**src/core_pkg.sv**
```systemverilog
//////////////////////////////////////////////////////////////////////
// shared constants for the radio control core: settings bus widths,
// register addresses, compat numbers, PPS and readback select codes
//////////////////////////////////////////////////////////////////////

package core_pkg;

    // settings bus
    localparam int SET_ADDR_W = 8;
    localparam int SET_DATA_W = 32;

    // register widths
    localparam int RB_SEL_W   = 2;
    localparam int PPS_SEL_W  = 2;
    localparam int GPSDO_ST_W = 8;

    //////////////////////////////////////////////////////////////////////
    // setting addresses
    //////////////////////////////////////////////////////////////////////
    localparam logic [SET_ADDR_W-1:0] SR_CORE_MISC     = 8'd16;
    localparam logic [SET_ADDR_W-1:0] SR_CORE_READBACK = 8'd32;
    localparam logic [SET_ADDR_W-1:0] SR_CORE_GPSDO_ST = 8'd40;
    localparam logic [SET_ADDR_W-1:0] SR_CORE_SYNC     = 8'd48;

    // compatibility word, major in the upper half
    localparam logic [15:0] COMPAT_MAJOR = 16'h000E;
    localparam logic [15:0] COMPAT_MINOR = 16'h0000;

    // single radio build
    localparam logic [7:0] RADIO_STATUS = 8'h01;

    //////////////////////////////////////////////////////////////////////
    // select codes
    //////////////////////////////////////////////////////////////////////
    // pps source, code 3 selects nothing
    localparam logic [PPS_SEL_W-1:0] PPS_SEL_GPSDO = 2'd0;
    localparam logic [PPS_SEL_W-1:0] PPS_SEL_EXT   = 2'd1;
    localparam logic [PPS_SEL_W-1:0] PPS_SEL_INT   = 2'd2;

    // readback word
    localparam logic [RB_SEL_W-1:0] RB_SEL_COMPAT  = 2'd0;
    localparam logic [RB_SEL_W-1:0] RB_SEL_MISC_IN = 2'd1;
    localparam logic [RB_SEL_W-1:0] RB_SEL_STATUS  = 2'd2;
    localparam logic [RB_SEL_W-1:0] RB_SEL_LOCK    = 2'd3;

endpackage

```
**src/wb_settings_slave.sv**
```systemverilog
//////////////////////////////////////////////////////////////////////
// wishbone classic slave turning bus cycles into settings strobes
// and returning the current readback word
//////////////////////////////////////////////////////////////////////

`timescale 1ns/10ps

module wb_settings_slave
    import core_pkg::*;
(
    input  logic                  i_radio_clk,
    input  logic                  i_bus_rst,

    // wishbone slave side
    input  logic                  i_wb_cyc,
    input  logic                  i_wb_stb,
    input  logic                  i_wb_we,
    input  logic [SET_ADDR_W-1:0] i_wb_adr,
    input  logic [SET_DATA_W-1:0] i_wb_dat,
    output logic                  o_wb_ack,
    output logic [SET_DATA_W-1:0] o_wb_dat,

    // readback word from the mux
    input  logic [SET_DATA_W-1:0] i_rb_data,

    // settings bus
    output logic                  o_set_stb,
    output logic [SET_ADDR_W-1:0] o_set_addr,
    output logic [SET_DATA_W-1:0] o_set_data
);

    logic wb_req;
    logic wb_wr_req;
    logic wb_rd_req;

    // new request only while ack is low, so each cycle is acked once
    assign wb_req    = i_wb_cyc & i_wb_stb & ~o_wb_ack;
    assign wb_wr_req = wb_req & i_wb_we;
    assign wb_rd_req = wb_req & ~i_wb_we;

    //////////////////////////////////////////////////////////////////////
    // handshake
    //////////////////////////////////////////////////////////////////////
    always_ff @(posedge i_radio_clk) begin
        if (i_bus_rst) begin
            o_wb_ack  <= 1'b0;
            o_set_stb <= 1'b0;
        end else begin
            o_wb_ack  <= wb_req;
            // strobe lines up with the write ack
            o_set_stb <= wb_wr_req;
        end
    end

    //////////////////////////////////////////////////////////////////////
    // data capture
    //////////////////////////////////////////////////////////////////////
    always_ff @(posedge i_radio_clk) begin
        if (wb_wr_req) begin
            o_set_addr <= i_wb_adr;
            o_set_data <= i_wb_dat;
        end
        // read address is ignored, the select register picks the word
        if (wb_rd_req) begin
            o_wb_dat <= i_rb_data;
        end
    end

endmodule

```
**src/core_settings_regs.sv**
```systemverilog
//////////////////////////////////////////////////////////////////////
// core settings registers: misc outputs, readback select,
// gpsdo status and the pps / time sync register
//////////////////////////////////////////////////////////////////////

`timescale 1ns/10ps

module core_settings_regs
    import core_pkg::*;
(
    input  logic                  i_radio_clk,
    input  logic                  i_bus_rst,

    // settings bus
    input  logic                  i_set_stb,
    input  logic [SET_ADDR_W-1:0] i_set_addr,
    input  logic [SET_DATA_W-1:0] i_set_data,

    // register outputs
    output logic [SET_DATA_W-1:0] o_misc_outs,
    output logic [RB_SEL_W-1:0]   o_rb_sel,
    output logic [GPSDO_ST_W-1:0] o_gpsdo_st,
    output logic [PPS_SEL_W-1:0]  o_pps_sel,
    output logic                  o_time_sync
);

    logic hit_misc;
    logic hit_rb_sel;
    logic hit_gpsdo_st;
    logic hit_sync;

    // address decode, unknown addresses hit nothing
    assign hit_misc     = i_set_stb && (i_set_addr == SR_CORE_MISC);
    assign hit_rb_sel   = i_set_stb && (i_set_addr == SR_CORE_READBACK);
    assign hit_gpsdo_st = i_set_stb && (i_set_addr == SR_CORE_GPSDO_ST);
    assign hit_sync     = i_set_stb && (i_set_addr == SR_CORE_SYNC);

    //////////////////////////////////////////////////////////////////////
    // control registers
    //////////////////////////////////////////////////////////////////////
    always_ff @(posedge i_radio_clk) begin
        if (i_bus_rst) begin
            o_misc_outs <= '0;
            o_rb_sel    <= RB_SEL_COMPAT;
            o_pps_sel   <= PPS_SEL_GPSDO;
            o_time_sync <= 1'b0;
        end else begin
            if (hit_misc) begin
                o_misc_outs <= i_set_data;
            end
            if (hit_rb_sel) begin
                o_rb_sel <= i_set_data[RB_SEL_W-1:0];
            end
            // sync word: pps select low, time sync just above it
            if (hit_sync) begin
                o_pps_sel   <= i_set_data[PPS_SEL_W-1:0];
                o_time_sync <= i_set_data[PPS_SEL_W];
            end
        end
    end

    //////////////////////////////////////////////////////////////////////
    // gpsdo status
    //////////////////////////////////////////////////////////////////////
    // host keeps its gpsdo view across a core reset
    always_ff @(posedge i_radio_clk) begin
        if (hit_gpsdo_st) begin
            o_gpsdo_st <= i_set_data[GPSDO_ST_W-1:0];
        end
    end

endmodule

```
**src/pps_generator.sv**
```systemverilog
//////////////////////////////////////////////////////////////////////
// internal pps source, quarter duty pulse once per second
//////////////////////////////////////////////////////////////////////

`timescale 1ns/10ps

module pps_generator #(
    parameter int PPS_CLK_FREQ = 100000000
) (
    input  logic i_radio_clk,
    input  logic i_bus_rst,
    output logic o_pps_int
);

    localparam int CNT_W = (PPS_CLK_FREQ > 1) ? $clog2(PPS_CLK_FREQ) : 1;
    localparam logic [CNT_W-1:0] CNT_LAST = CNT_W'(PPS_CLK_FREQ - 1);
    localparam logic [CNT_W-1:0] CNT_HIGH = CNT_W'(PPS_CLK_FREQ / 4);

    logic [CNT_W-1:0] cycle_cnt;

    // wrapping cycle counter, one wrap per second
    always_ff @(posedge i_radio_clk) begin
        if (i_bus_rst) begin
            cycle_cnt <= '0;
        end else if (cycle_cnt == CNT_LAST) begin
            cycle_cnt <= '0;
        end else begin
            cycle_cnt <= cycle_cnt + CNT_W'(1);
        end
    end

    // registered so the pulse leaves glitch free
    always_ff @(posedge i_radio_clk) begin
        if (i_bus_rst) begin
            o_pps_int <= 1'b0;
        end else begin
            o_pps_int <= (cycle_cnt < CNT_HIGH);
        end
    end

endmodule

```
**src/pps_select.sv**
```systemverilog
//////////////////////////////////////////////////////////////////////
// pps input synchronisers and source select
//////////////////////////////////////////////////////////////////////

`timescale 1ns/10ps

module pps_select
    import core_pkg::*;
(
    input  logic                 i_radio_clk,
    input  logic                 i_bus_rst,

    // pps sources
    input  logic                 i_pps_gps,
    input  logic                 i_pps_ext,
    input  logic                 i_pps_int,

    input  logic [PPS_SEL_W-1:0] i_pps_sel,
    output logic                 o_pps
);

    logic [1:0] gps_pps_sync;
    logic [1:0] ext_pps_sync;
    logic [1:0] int_pps_sync;

    // two flops per source into radio_clk
    always_ff @(posedge i_radio_clk) begin
        if (i_bus_rst) begin
            gps_pps_sync <= 2'b00;
            ext_pps_sync <= 2'b00;
            int_pps_sync <= 2'b00;
        end else begin
            gps_pps_sync <= {gps_pps_sync[0], i_pps_gps};
            ext_pps_sync <= {ext_pps_sync[0], i_pps_ext};
            int_pps_sync <= {int_pps_sync[0], i_pps_int};
        end
    end

    // source mux, unused code gives no pps
    always_comb begin
        case (i_pps_sel)
            PPS_SEL_GPSDO: o_pps = gps_pps_sync[1];
            PPS_SEL_EXT:   o_pps = ext_pps_sync[1];
            PPS_SEL_INT:   o_pps = int_pps_sync[1];
            default:       o_pps = 1'b0;
        endcase
    end

endmodule

```
**src/core_readback.sv**
```systemverilog
//////////////////////////////////////////////////////////////////////
// front-end lock synchroniser and readback word select
//////////////////////////////////////////////////////////////////////

`timescale 1ns/10ps

module core_readback
    import core_pkg::*;
(
    input  logic                  i_radio_clk,
    input  logic                  i_bus_rst,

    input  logic [RB_SEL_W-1:0]   i_rb_sel,
    input  logic [SET_DATA_W-1:0] i_rb_misc,
    input  logic [GPSDO_ST_W-1:0] i_gpsdo_st,
    input  logic [1:0]            i_lock_signals,

    output logic [SET_DATA_W-1:0] o_rb_data
);

    logic [1:0] lock_meta;
    logic [1:0] lock_state;

    // lock inputs come from the front-end, not from radio_clk
    always_ff @(posedge i_radio_clk) begin
        if (i_bus_rst) begin
            lock_meta  <= 2'b00;
            lock_state <= 2'b00;
        end else begin
            lock_meta  <= i_lock_signals;
            lock_state <= lock_meta;
        end
    end

    //////////////////////////////////////////////////////////////////////
    // readback mux
    //////////////////////////////////////////////////////////////////////
    always_comb begin
        case (i_rb_sel)
            RB_SEL_COMPAT:  o_rb_data = {COMPAT_MAJOR, COMPAT_MINOR};
            RB_SEL_MISC_IN: o_rb_data = i_rb_misc;
            RB_SEL_STATUS:  o_rb_data = {16'h0000, RADIO_STATUS, i_gpsdo_st};
            RB_SEL_LOCK:    o_rb_data = {30'h0, lock_state};
            default:        o_rb_data = '0;
        endcase
    end

endmodule

```
**src/core_ctrl_top.sv**
```systemverilog
//////////////////////////////////////////////////////////////////////
// radio control core top: wishbone slave, settings registers,
// pps generation and select, readback mux
//////////////////////////////////////////////////////////////////////

`timescale 1ns/10ps

module core_ctrl_top
    import core_pkg::*;
#(
    parameter int PPS_CLK_FREQ = 100000000
) (
    input  logic                  i_radio_clk,
    input  logic                  i_bus_rst,

    // wishbone
    input  logic                  i_wb_cyc,
    input  logic                  i_wb_stb,
    input  logic                  i_wb_we,
    input  logic [SET_ADDR_W-1:0] i_wb_adr,
    input  logic [SET_DATA_W-1:0] i_wb_dat,
    output logic                  o_wb_ack,
    output logic [SET_DATA_W-1:0] o_wb_dat,

    // pps and board status
    input  logic                  i_pps_gps,
    input  logic                  i_pps_ext,
    input  logic [SET_DATA_W-1:0] i_rb_misc,
    input  logic [1:0]            i_lock_signals,

    output logic [SET_DATA_W-1:0] o_misc_outs,
    output logic                  o_time_sync,
    output logic                  o_pps
);

    logic                  set_stb;
    logic [SET_ADDR_W-1:0] set_addr;
    logic [SET_DATA_W-1:0] set_data;
    logic [SET_DATA_W-1:0] rb_data;
    logic [RB_SEL_W-1:0]   rb_sel;
    logic [GPSDO_ST_W-1:0] gpsdo_st;
    logic [PPS_SEL_W-1:0]  pps_sel;
    logic                  pps_int;

    //////////////////////////////////////////////////////////////////////
    // bus and settings
    //////////////////////////////////////////////////////////////////////
    wb_settings_slave u_wb_settings_slave (
        .i_radio_clk (i_radio_clk),
        .i_bus_rst   (i_bus_rst),
        .i_wb_cyc    (i_wb_cyc),
        .i_wb_stb    (i_wb_stb),
        .i_wb_we     (i_wb_we),
        .i_wb_adr    (i_wb_adr),
        .i_wb_dat    (i_wb_dat),
        .o_wb_ack    (o_wb_ack),
        .o_wb_dat    (o_wb_dat),
        .i_rb_data   (rb_data),
        .o_set_stb   (set_stb),
        .o_set_addr  (set_addr),
        .o_set_data  (set_data)
    );

    core_settings_regs u_core_settings_regs (
        .i_radio_clk (i_radio_clk),
        .i_bus_rst   (i_bus_rst),
        .i_set_stb   (set_stb),
        .i_set_addr  (set_addr),
        .i_set_data  (set_data),
        .o_misc_outs (o_misc_outs),
        .o_rb_sel    (rb_sel),
        .o_gpsdo_st  (gpsdo_st),
        .o_pps_sel   (pps_sel),
        .o_time_sync (o_time_sync)
    );

    //////////////////////////////////////////////////////////////////////
    // pps and readback
    //////////////////////////////////////////////////////////////////////
    pps_generator #(
        .PPS_CLK_FREQ (PPS_CLK_FREQ)
    ) u_pps_generator (
        .i_radio_clk (i_radio_clk),
        .i_bus_rst   (i_bus_rst),
        .o_pps_int   (pps_int)
    );

    pps_select u_pps_select (
        .i_radio_clk (i_radio_clk),
        .i_bus_rst   (i_bus_rst),
        .i_pps_gps   (i_pps_gps),
        .i_pps_ext   (i_pps_ext),
        .i_pps_int   (pps_int),
        .i_pps_sel   (pps_sel),
        .o_pps       (o_pps)
    );

    core_readback u_core_readback (
        .i_radio_clk    (i_radio_clk),
        .i_bus_rst      (i_bus_rst),
        .i_rb_sel       (rb_sel),
        .i_rb_misc      (i_rb_misc),
        .i_gpsdo_st     (gpsdo_st),
        .i_lock_signals (i_lock_signals),
        .o_rb_data      (rb_data)
    );

endmodule

```
**config.mk**
```make
export PLATFORM = sky130hd
export DESIGN_NAME = core_ctrl_top
export DESIGN_NICKNAME = d
export VERILOG_FILES = /design/src/core_pkg.sv /design/src/wb_settings_slave.sv /design/src/core_settings_regs.sv /design/src/pps_generator.sv /design/src/pps_select.sv /design/src/core_readback.sv /design/src/core_ctrl_top.sv
export SDC_FILE = /design/constraint.sdc
export NUM_CORES = 1
export LEC_CHECK = 0
export ABC_AREA = 1
export BUFFER_PORTS_ARGS = -buffer_cell sky130_fd_sc_hd__buf_4
export CAP_MARGIN = 20
export CORE_ASPECT_RATIO = 1.2
export CORE_MARGIN = 3
export CORE_UTILIZATION = 48
export DETAILED_ROUTE_END_ITERATION = 12
export GPL_ROUTABILITY_DRIVEN = 1
export PLACE_DENSITY = 0.81
export SYNTH_ARGS = -nofsm -noshare
export SYNTH_HDL_FRONTEND = slang
export SYNTH_SLANG_ARGS = --single-unit
```
**constraint.sdc**
```tcl
create_clock -name i_radio_clk -period 3 [get_ports i_radio_clk]
set_clock_uncertainty 0.05 [all_clocks]
set_input_delay 0.6 -clock i_radio_clk [delete_from_list [all_inputs] [get_ports i_radio_clk]]
set_output_delay 0.6 -clock i_radio_clk [all_outputs]
set_load 0.05 [all_outputs]
```
==> results list, run 1 <==
* Min Hold Slack: 0.303 ns
- For the worst setup path, the data required time is 3.29 ns.
* Starting Density: 49.9%
- Entering global routing, the biggest net connects 40 pins.
- The startpoint identified for the worst register-to-register timing path is u_wb_settings_slave.o_set_addr[3].
- After floorplanning, the core was divided into 44 placement rows.
- Worst reg2reg path endpoint: u_core_settings_regs.o_misc_outs[10]
* Sum of net half-perimeters after detailed placement: 9320 um
- Drt first pass iters: 5
* Yosys Warn Count: 0
* Final Wtd Congestion: 0.935
* Core box area: 0.0123 sq mm
- During placement, the flow inserted port buffers numbering 147.
- Max-cap violations in this run came to 0.
- For this block, the initial DRC count from the detailed router was 344.
- Level count of the clock H-tree: 4
* Worst skew pair latency: 0.42 ns
- Die outline area: 0.0142 sq mm
* Max-Slew Margin vs Limit: 36.9%
- For this block, the via count after detailed routing is 4853.
- Buffer depth of the longest clock path: 2
- CTS placed an instance of sky130_fd_sc_hd__clkbuf_16 at the clock tree root.
* Y dimension of the die: 130 um
- Peak VDD IR: 0.000354 V
- The final-report hold violation count is 0.
- Setup repair after global routing left no endpoint under its margin.
- In this run the most critical hold path is launched from i_wb_dat[29].
* CP Data Arrival Time: 2.30 ns
* First-pass GRT wire length: 21200 um
- Period utilization: 67.0%
- Final setup violation count: 0
- Cell types with the largest area share after synthesis: sky130_fd_sc_hd__edfxtp_1 39%, sky130_fd_sc_hd__dfxtp_1 25%, sky130_fd_sc_hd__nor2_1 8.3%
- Global routing used 19.3% of the available tracks.
* P per Cell Area: 583 mW/mm^2
- Number of antenna violations at the first check in global routing: 0
* Slowest stage cell on the critical path: sky130_fd_sc_hd__nor2_4
* CP Max Fanout: 37
- Buf/Inv on CP: 1
- Clock tree synthesis found a total of 157 sinks.
- Async set or reset register ratio after synthesis: 0%
* Worst path cell trace: nor2_2 > nand4_4 > buf_4 > nor2_4 > o21ai_0 > nor2_1
- The count of pins over their slew limit is 0.
- Most instantiated library cell after synthesis: sky130_fd_sc_hd__nor2_1
- Layout area overhead: 30.2%
* Number of cells on the worst reg-to-reg path: 6
- Cell depth of the worst setup path: 6
- Clock tree from TritonCTS: built
- The routed design could run at a clock period as short as 2.01 ns.
- Once layout is complete, the cells apart from fillers number 980.
- Counting flops with a built-in enable in the synthesized netlist gives 80.
- FMAX: 497 MHz
- Overall power consumption after layout is estimated at 0.00468 W.
- In the routed design, unresolved DRC markers number 0.
- Among cell families on the critical path, the largest total delay comes from simple AND/OR/NAND/NOR gates.
* Total global routing overflow: 0
* Detailed Route WL: 13800 um
- The path class of the tightest hold or removal check is in2reg.
* Worst slew pin tran: 0.939 ns
* Horizontal extent of the die: 109 um
* Number of nets with antenna violations after routing: 0
- Mean number of vias per cell: 4.95
- Flop and latch count out of synthesis: 157
* Worst setup slack for register-to-register paths: 0.99 ns
* Critical path capture point: u_core_settings_regs.o_misc_outs[10]
- Count of hold-fix buffers inserted at cts: 0
- After synthesis, the largest area contributor takes up 39.0% of total cell area.
- Cell total after placement: 948
* Per-cell routed wire length: 14.1 um
- I/O pin cnt: 148
- In this run, CTS created clock tree buffers numbering 17.
- The most used flip-flop cell after synthesis is sky130_fd_sc_hd__edfxtp_1.
* Post-Synthesis Mean Instance Area: 9.39 sq um
- Worst Hold Depth: 1
- Cells after synthesis: 656
- The worst setup path is captured at a flop.
* Clock-pin slew on the worst setup and hold paths: 0.07 ns
- Synthesized cell area: 0.00616 sq mm
- Most numerous cell types in the synthesized netlist: 136 x sky130_fd_sc_hd__nor2_1, 95 x sky130_fd_sc_hd__nand2_1, 87 x sky130_fd_sc_hd__inv_1
- The critical path starts at u_wb_settings_slave.o_set_addr[3].
- 0 antenna diodes ended up in the layout.
* Layout Nets: 888
- Startpoint class of the critical path: flop
- Setup bufs post-CTS: 0
- Via count of the first global-routing pass: 4465
- Setup Crit Path Kind: reg2reg
- Post-CTS Resized: 0
- Sequential-to-total area share from yosys stat: 64.0%
* Leak: 3.34 nW
* Fraction of layout cells with a size suffix above 1: 24.5%
* Result of the run: finished clean
* Setup TNS: 0 ns
- Number of distinct library cells after synthesis: 30
- In this design, the stage delay of the slowest critical-path cell is 0.55 ns.
- Counting every net in the synthesized netlist gives 738.
- Largest area contributor in the netlist: sky130_fd_sc_hd__edfxtp_1
## flip-flops by register name (all words and copies together), names as in the netlist, 8 cells and up
signal / flops
u_core_settings_regs.o_misc_outs: 32
u_wb_settings_slave.o_set_data: 32
u_wb_settings_slave.o_wb_dat: 32
u_pps_generator.cycle_cnt: 27
u_core_settings_regs.o_gpsdo_st: 8
u_wb_settings_slave.o_set_addr: 8
## where the power goes
group	total (W)	switching (W)	internal, W
clock	0.00217	0.000856	0.00131
sequential	0.00230	0.0000140	0.00229
combinational	0.000204	0.000109	0.0000947
## placed cells by master (no fill, tap or decap)
master / count
sky130_fd_sc_hd__buf_4: 153
sky130_fd_sc_hd__nor2_1: 134
sky130_fd_sc_hd__nand2_1: 95
sky130_fd_sc_hd__inv_1: 87
sky130_fd_sc_hd__edfxtp_1: 80
sky130_fd_sc_hd__dfxtp_1: 77
sky130_fd_sc_hd__o21ai_0: 38
sky130_fd_sc_hd__nor3_1: 37
sky130_fd_sc_hd__nand3_1: 30
sky130_fd_sc_hd__clkbuf_16: 18
sky130_fd_sc_hd__a21oi_1: 11
sky130_fd_sc_hd__nor2_2: 9
sky130_fd_sc_hd__o21ai_1: 7
sky130_fd_sc_hd__xor2_1: 6
sky130_fd_sc_hd__nor2_4: 4
sky130_fd_sc_hd__xnor2_1: 3
sky130_fd_sc_hd__clkbuf_1: 3
sky130_fd_sc_hd__clkinv_4: 3
sky130_fd_sc_hd__or2_2: 2
sky130_fd_sc_hd__o211ai_1: 2
sky130_fd_sc_hd__nand3b_1: 2
sky130_fd_sc_hd__and2_1: 2
sky130_fd_sc_hd__nand4_1: 2
sky130_fd_sc_hd__bufinv_16: 2
sky130_fd_sc_hd__inv_8: 2
sky130_fd_sc_hd__o31ai_1: 1
sky130_fd_sc_hd__nor4_2: 1
sky130_fd_sc_hd__nand4_4: 1
sky130_fd_sc_hd__nand2_2: 1
sky130_fd_sc_hd__nand2_4: 1
sky130_fd_sc_hd__ha_1: 1
sky130_fd_sc_hd__clkbuf_8: 1
sky130_fd_sc_hd__inv_6: 1
sky130_fd_sc_hd__clkinv_2: 1
sky130_fd_sc_hd__clkinvlp_4: 1
## metrics by stage
stage	setup WS [ns]	cell area, sq um	util (%)
floorplan	0.0633	6160	-
global placement	0.899	7410	60.1
detailed placement	0.869	7410	60.1
CTS	0.923	8020	65.0
global route	0.789	8020	65.0
finish	0.989	8020	65.0
## final cells by class
cell class / instances / area [sq um]
clock buffers: 22 / 475
clock inverters: 10 / 130
fillers: 956 / 4310
inverters: 87 / 327
multi-input cells: 390 / 1790
flip-flops and latches: 157 / 3940
well taps: 161 / 201
repair buffers: 153 / 1150
## worst min-delay path by stage
stage | end | slack, ns
6_report | u_wb_settings_slave.o_set_data[29] | 0.30
5_1_grt | u_wb_settings_slave.o_set_addr[6] | 0.29
4_1_cts | u_wb_settings_slave.o_set_data[11] | 0.29
3_5_place_dp | u_pps_select.int_pps_sync[1] | 0.34
3_3_place_gp | u_pps_select.ext_pps_sync[1] | 0.34
2_1_floorplan | u_core_readback.lock_state[0] | 0.34
## kinds of logic (layout without fill, tap and decap cells)
kind of cell | count (synthesis) | after routing | share of synthesized area [%]
adders and majority gates | 1 | 1 | 0.203
xor gates and xnor gates | 9 | 9 | 1.28
buffers and inverters | 109 | 272 | 7.09
DFF | 157 | 157 | 64.0
AOI/OAI and AO/OA | 59 | 59 | 4.92
and+or+nand+nor | 321 | 321 | 22.5
## metal layers
layer,track usage [%],part of all wire (%)
met5,0,0
met3,4.65,7.3
met2,32.1,48
met1,24.3,42
met4,7.70,2.3
Power figures use the tool's default switching activity.
==> run 2: changes to the inputs <==
Settings changed: ABC_AREA 1 to 0, CORE_UTILIZATION 48 to 47, PLACE_DENSITY 0.81 to 0.8.
Clock period 3 ns to 1.75 ns, I/O delays scaled along.
==> results list, run 2 <==
* Leak: 3.33 nW (was 3.34 nW)
* Cell total after placement: 763 (was 948)
- Most numerous cell types in the synthesized netlist: 80 x sky130_fd_sc_hd__edfxtp_1, 77 x sky130_fd_sc_hd__dfxtp_1, 57 x sky130_fd_sc_hd__nor2_1 (was 136 x sky130_fd_sc_hd__nor2_1, 95 x sky130_fd_sc_hd__nand2_1, 87 x sky130_fd_sc_hd__inv_1)
- The number of enable-type register cells in the synthesized netlist is 80 (unchanged).
- The final period utilization came to 110% (was 67.0%).
- Number of nets with antenna violations after routing: 0 (unchanged)
- The post-DP HPWL was 8440 um (was 9320 um).
- The share of Yosys cell area claimed by the top area cell type was 42.1% (was 39.0%).
- Most frequent cells in the layout: 178 x sky130_fd_sc_hd__buf_4, 80 x sky130_fd_sc_hd__edfxtp_1, 72 x sky130_fd_sc_hd__dfxtp_1 (was 153 x sky130_fd_sc_hd__buf_4, 134 x sky130_fd_sc_hd__nor2_1, 95 x sky130_fd_sc_hd__nand2_1).
- Total global routing overflow: 0 (unchanged)
- The post-synthesis net count came to 524 (was 738).
- Layout area overhead: 39.2% (was 30.2%)
- Core box area: 0.0117 sq mm (was 0.0123 sq mm)
* Clock tree from TritonCTS: built (unchanged)
- Worst reg2reg path endpoint: u_pps_generator.cycle_cnt[15] (was u_core_settings_regs.o_misc_outs[10])
* Via count of the first global-routing pass: 4074 (was 4465)
- Worst slew pin tran: 0.730 ns (was 0.939 ns)
- The critical path required time came to 2.00 ns (was 3.29 ns).
* Cell types with the largest area share after synthesis: sky130_fd_sc_hd__edfxtp_1 42%, sky130_fd_sc_hd__dfxtp_1 27%, sky130_fd_sc_hd__mux2i_1 6.7% (was sky130_fd_sc_hd__edfxtp_1 39%, sky130_fd_sc_hd__dfxtp_1 25%, sky130_fd_sc_hd__nor2_1 8.3%)
- Count of hold-fix buffers inserted at cts: 0 (unchanged)
* Result of the run: complete, but fails checks (was finished clean)
- The slowest library cell on the worst path is sky130_fd_sc_hd__or4b_1 (was sky130_fd_sc_hd__nor2_4).
- The final routed DRC violation total was 0 (unchanged).
* DP Worst Slack: -0.166 ns (was 0.869 ns)
- Final setup violation count: 24 (was 0)
- Total number of vias: 4043 (was 4853)
* Setup TNS: -3.71 ns (was 0 ns)
- The die span in x came to 107 um (was 109 um).
- Time the worst path needs with I/O delays and setup: 1.92 ns (was 2.01 ns)
- Async set or reset register ratio after synthesis: 0% (unchanged)
- Commonest register cell after synthesis: sky130_fd_sc_hd__edfxtp_1 (unchanged)
* Startpoint class of the critical path: flop (unchanged)
- The library cell used as clock root buffer was sky130_fd_sc_hd__clkbuf_16 (unchanged).
- The count of max-cap constraint violations was 0 (unchanged).
* Min setup slack post-route: -0.173 ns (was 0.989 ns)
- The sequential-to-total area share from yosys stat came to 69.1% (was 64.0%).
- Number of buffers created by CTS: 17 (unchanged)
- Number of placement rows: 43 (was 44)
* Quantity of I/O buffers inserted on ports: 147 (unchanged)
- RSZ-0062 raised after global routing: yes (was no)
- Maximum number of pins on one net before global-route repair: 51 (was 40)
* Count of final max-slew check failures: 0 (unchanged)
* Worst min-delay path startpoint: i_wb_dat[15] (was i_wb_dat[29])
- The cell area after synthesis came to 0.00571 sq mm (was 0.00616 sq mm).
- The maximum frequency from static timing analysis is 520 MHz (was 497 MHz).
- The weighted congestion reported at the end of routability-driven placement was 0.829 (was 0.935).
- Y dimension of the die: 127 um (was 130 um)
- CP Max Fanout: 12 (was 37)
* I/O pin cnt: 148 (unchanged)
* First DRT Iteration DRCs: 207 (was 344)
- The cell taking the most area after synthesis was sky130_fd_sc_hd__edfxtp_1 (unchanged).
- CP peak stage delay: 0.51 ns (was 0.55 ns)
- The global routing usage summed across all routing layers is 17.9% (was 19.3%).
- First-pass GRT wire length: 19100 um (was 21200 um)
- Largest registers: u_core_settings_regs.o_misc_outs x32, u_wb_settings_slave.o_set_data x32, u_wb_settings_slave.o_wb_dat x32 (unchanged).
* Max-Slew Margin vs Limit: 50.1% (was 36.9%)
- Worst path cell trace: or4b_1 > or4_4 > o31ai_4 > buf_6 > nor2_1 (was nor2_2 > nand4_4 > buf_4 > nor2_4 > o21ai_0 > nor2_1)
- The largest voltage drop on the vdd net came to 0.000703 V (was 0.000354 V).
- The post-detailed-route via-to-cell ratio came to 5.06 (was 4.95).
- The clock transition at the registers of the reported paths came to 0.06 ns (was 0.07 ns).
- Violated checks: negative setup slack
- Number of cells on the worst reg-to-reg path: 5 (was 6)
- Worst skew pair latency: 0.42 ns (about the same)
- The fraction of layout instances using a drive strength above 1 came to 36.9% (was 24.5%).
- The maximum level of the CTS H-tree is 4 (unchanged).
* Layout Nets: 711 (was 888)
- The sink of the worst hold path is u_wb_settings_slave.o_set_data[15] (was u_wb_settings_slave.o_set_data[29]).
* Endpoint class of the critical path: flop (unchanged)
* Most frequent standard cell in the layout excluding fill and tap cells: sky130_fd_sc_hd__buf_4 (unchanged)
- The warning count from the yosys run is 0 (unchanged).
- Die outline area: 0.0135 sq mm (was 0.0142 sq mm)
* Starting Density: 48.7% (was 49.9%)
- The count of inserted antenna diode cells is 0 (unchanged).
* Buffer depth of the longest clock path: 2 (unchanged)
- The total clock sinks was 157 (unchanged).
* Detailed Route WL: 12400 um (was 13800 um)
* Worst reg2reg path startpoint: u_pps_generator.cycle_cnt[19] (was u_wb_settings_slave.o_set_addr[3])
- # fillers: 838 (was 956)
- The setup slack of the worst register-to-register path was -0.17 ns (was 0.99 ns).
- The library cell with the highest instance count after synthesis is sky130_fd_sc_hd__edfxtp_1 (was sky130_fd_sc_hd__nor2_1).
- The hold-critical path depth was 1 (unchanged).
- The synthesized flop and latch total came to 157 (unchanged).
* Hold Violations, Final: 0 (unchanged)
- The worst min-delay path category was in2reg (unchanged).
- The routed length per instance is 15.6 um (was 14.1 um).
* Setup Crit Path Kind: reg2reg (unchanged)
* Final Instance Count excl. Fillers: 799 (was 980)
* Post-Synthesis Mean Instance Area: 12.9 sq um (was 9.39 sq um)
- The power density of the placed cells was 975 mW/mm^2 (was 583 mW/mm^2).
- The critical path arrival was 2.17 ns (was 2.30 ns).
* Cells after synthesis: 442 (was 656)
* Number of antenna violations at the first check in global routing: 0 (unchanged)
- Drt first pass iters: 4 (was 5)
* Number of distinct library cells after synthesis: 39 (was 30)
run 2: cell types whose count changed after synthesis, moves of 9 or more:
cell | before | now
sky130_fd_sc_hd__nand2_1 | 95 | 11
sky130_fd_sc_hd__nor2_1 | 136 | 57
sky130_fd_sc_hd__inv_1 | 87 | 10
sky130_fd_sc_hd__mux2i_1 | 0 | 38
sky130_fd_sc_hd__nor3_1 | 37 | 4
sky130_fd_sc_hd__o21ai_0 | 38 | 12
sky130_fd_sc_hd__and2_1 | 2 | 20
sky130_fd_sc_hd__nand3_1 | 30 | 12
sky130_fd_sc_hd__nor2b_1 | 0 | 14
sky130_fd_sc_hd__or3_1 | 0 | 9
run 2: layout make-up:
cell class / instances / area [sq um] / share of cell area [%]
clock buffer: 21 / 460 / 5.79
timing repair buffer: 188 / 1500 / 18.9
tap: 157 / 196 / 2.47
multi-input combinational: 255 / 1690 / 21.2
inverter: 10 / 37.5 / 0.472
sequential: 157 / 3960 / 49.8
clock inverter: 11 / 108 / 1.35
run 2: power by group:
group | leakage, nW | internal, W | switching, W
Combinational | 1.70 | 0.000173 | 0.000168
Sequential | 1.36 | 0.00392 | 0.0000242
Clock | 0.274 | 0.00204 | 0.00142
run 2: critical path: cells and delay by family (launching register included):
| kind | cells | cell delay, ns |
|---|---|---|
| AND/OR/NAND/NOR | 3 | 1.02 |
| buffers and inverters | 1 | 0.19 |
| AO/OA/AOI/OAI | 1 | 0.24 |
| flip-flops | 1 | 0.32 |
run 2: what timing repair did:
item                                    in CTS  in global routing
resized for setup                            4                  9
gates cloned                                 0                  3
endpoints found under the setup margin      27                 55
buffers inserted                             0                  1
pin swaps                                    0                  1
run 2: metrics by stage:
| step | instance area, sq um | hold WS [ns] | total power [W] | util, % |
|---|---|---|---|---|
| after floorplan | 5760 | 0.364 | 0.00416 | - |
| after global placement | 7270 | 0.372 | 0.00435 | 62.0 |
| after detailed placement | 7270 | 0.374 | 0.00436 | 62.0 |
| after CTS | 7850 | 0.0437 | 0.00779 | 66.9 |
| after global routing | 7950 | 0.0343 | 0.00802 | 67.8 |
| final | 7950 | 0.0492 | 0.00775 | 67.8 |
run 2: kinds of logic after synthesis:
family / share of synthesized area, %
and+or+nand+nor: 14.5
DFF: 69.1
AOI/OAI and AO/OA: 5.04
muxes: 7.06
buffers and inverters: 2.39
xor gates and xnor gates: 1.69
adders and majority gates: 0.219
run 2: routing by layer:
metal  track usage, %  wire (um)
met1             19.5       4630
met2             32.7       6660
met3             5.29        849
met4             6.55        297
met5                0          0
run 2: how the worst max path moves through the flow:
stage / startpoint / to / slack [ns] / depth (start not counted)
3_5_place_dp: u_pps_generator.cycle_cnt[19] / u_pps_generator.cycle_cnt[21] / -0.17 / 5
3_3_place_gp: u_pps_generator.cycle_cnt[19] / u_pps_generator.cycle_cnt[26] / -0.13 / 5
6_report: u_pps_generator.cycle_cnt[19] / u_pps_generator.cycle_cnt[15] / -0.17 / 5
2_1_floorplan: u_pps_generator.cycle_cnt[19] / u_pps_generator.cycle_cnt[25] / -0.25 / 6
4_1_cts: u_pps_generator.cycle_cnt[19] / u_pps_generator.cycle_cnt[24] / -0.17 / 5
5_1_grt: u_pps_generator.cycle_cnt[9] / u_pps_generator.cycle_cnt[21] / -0.26 / 5
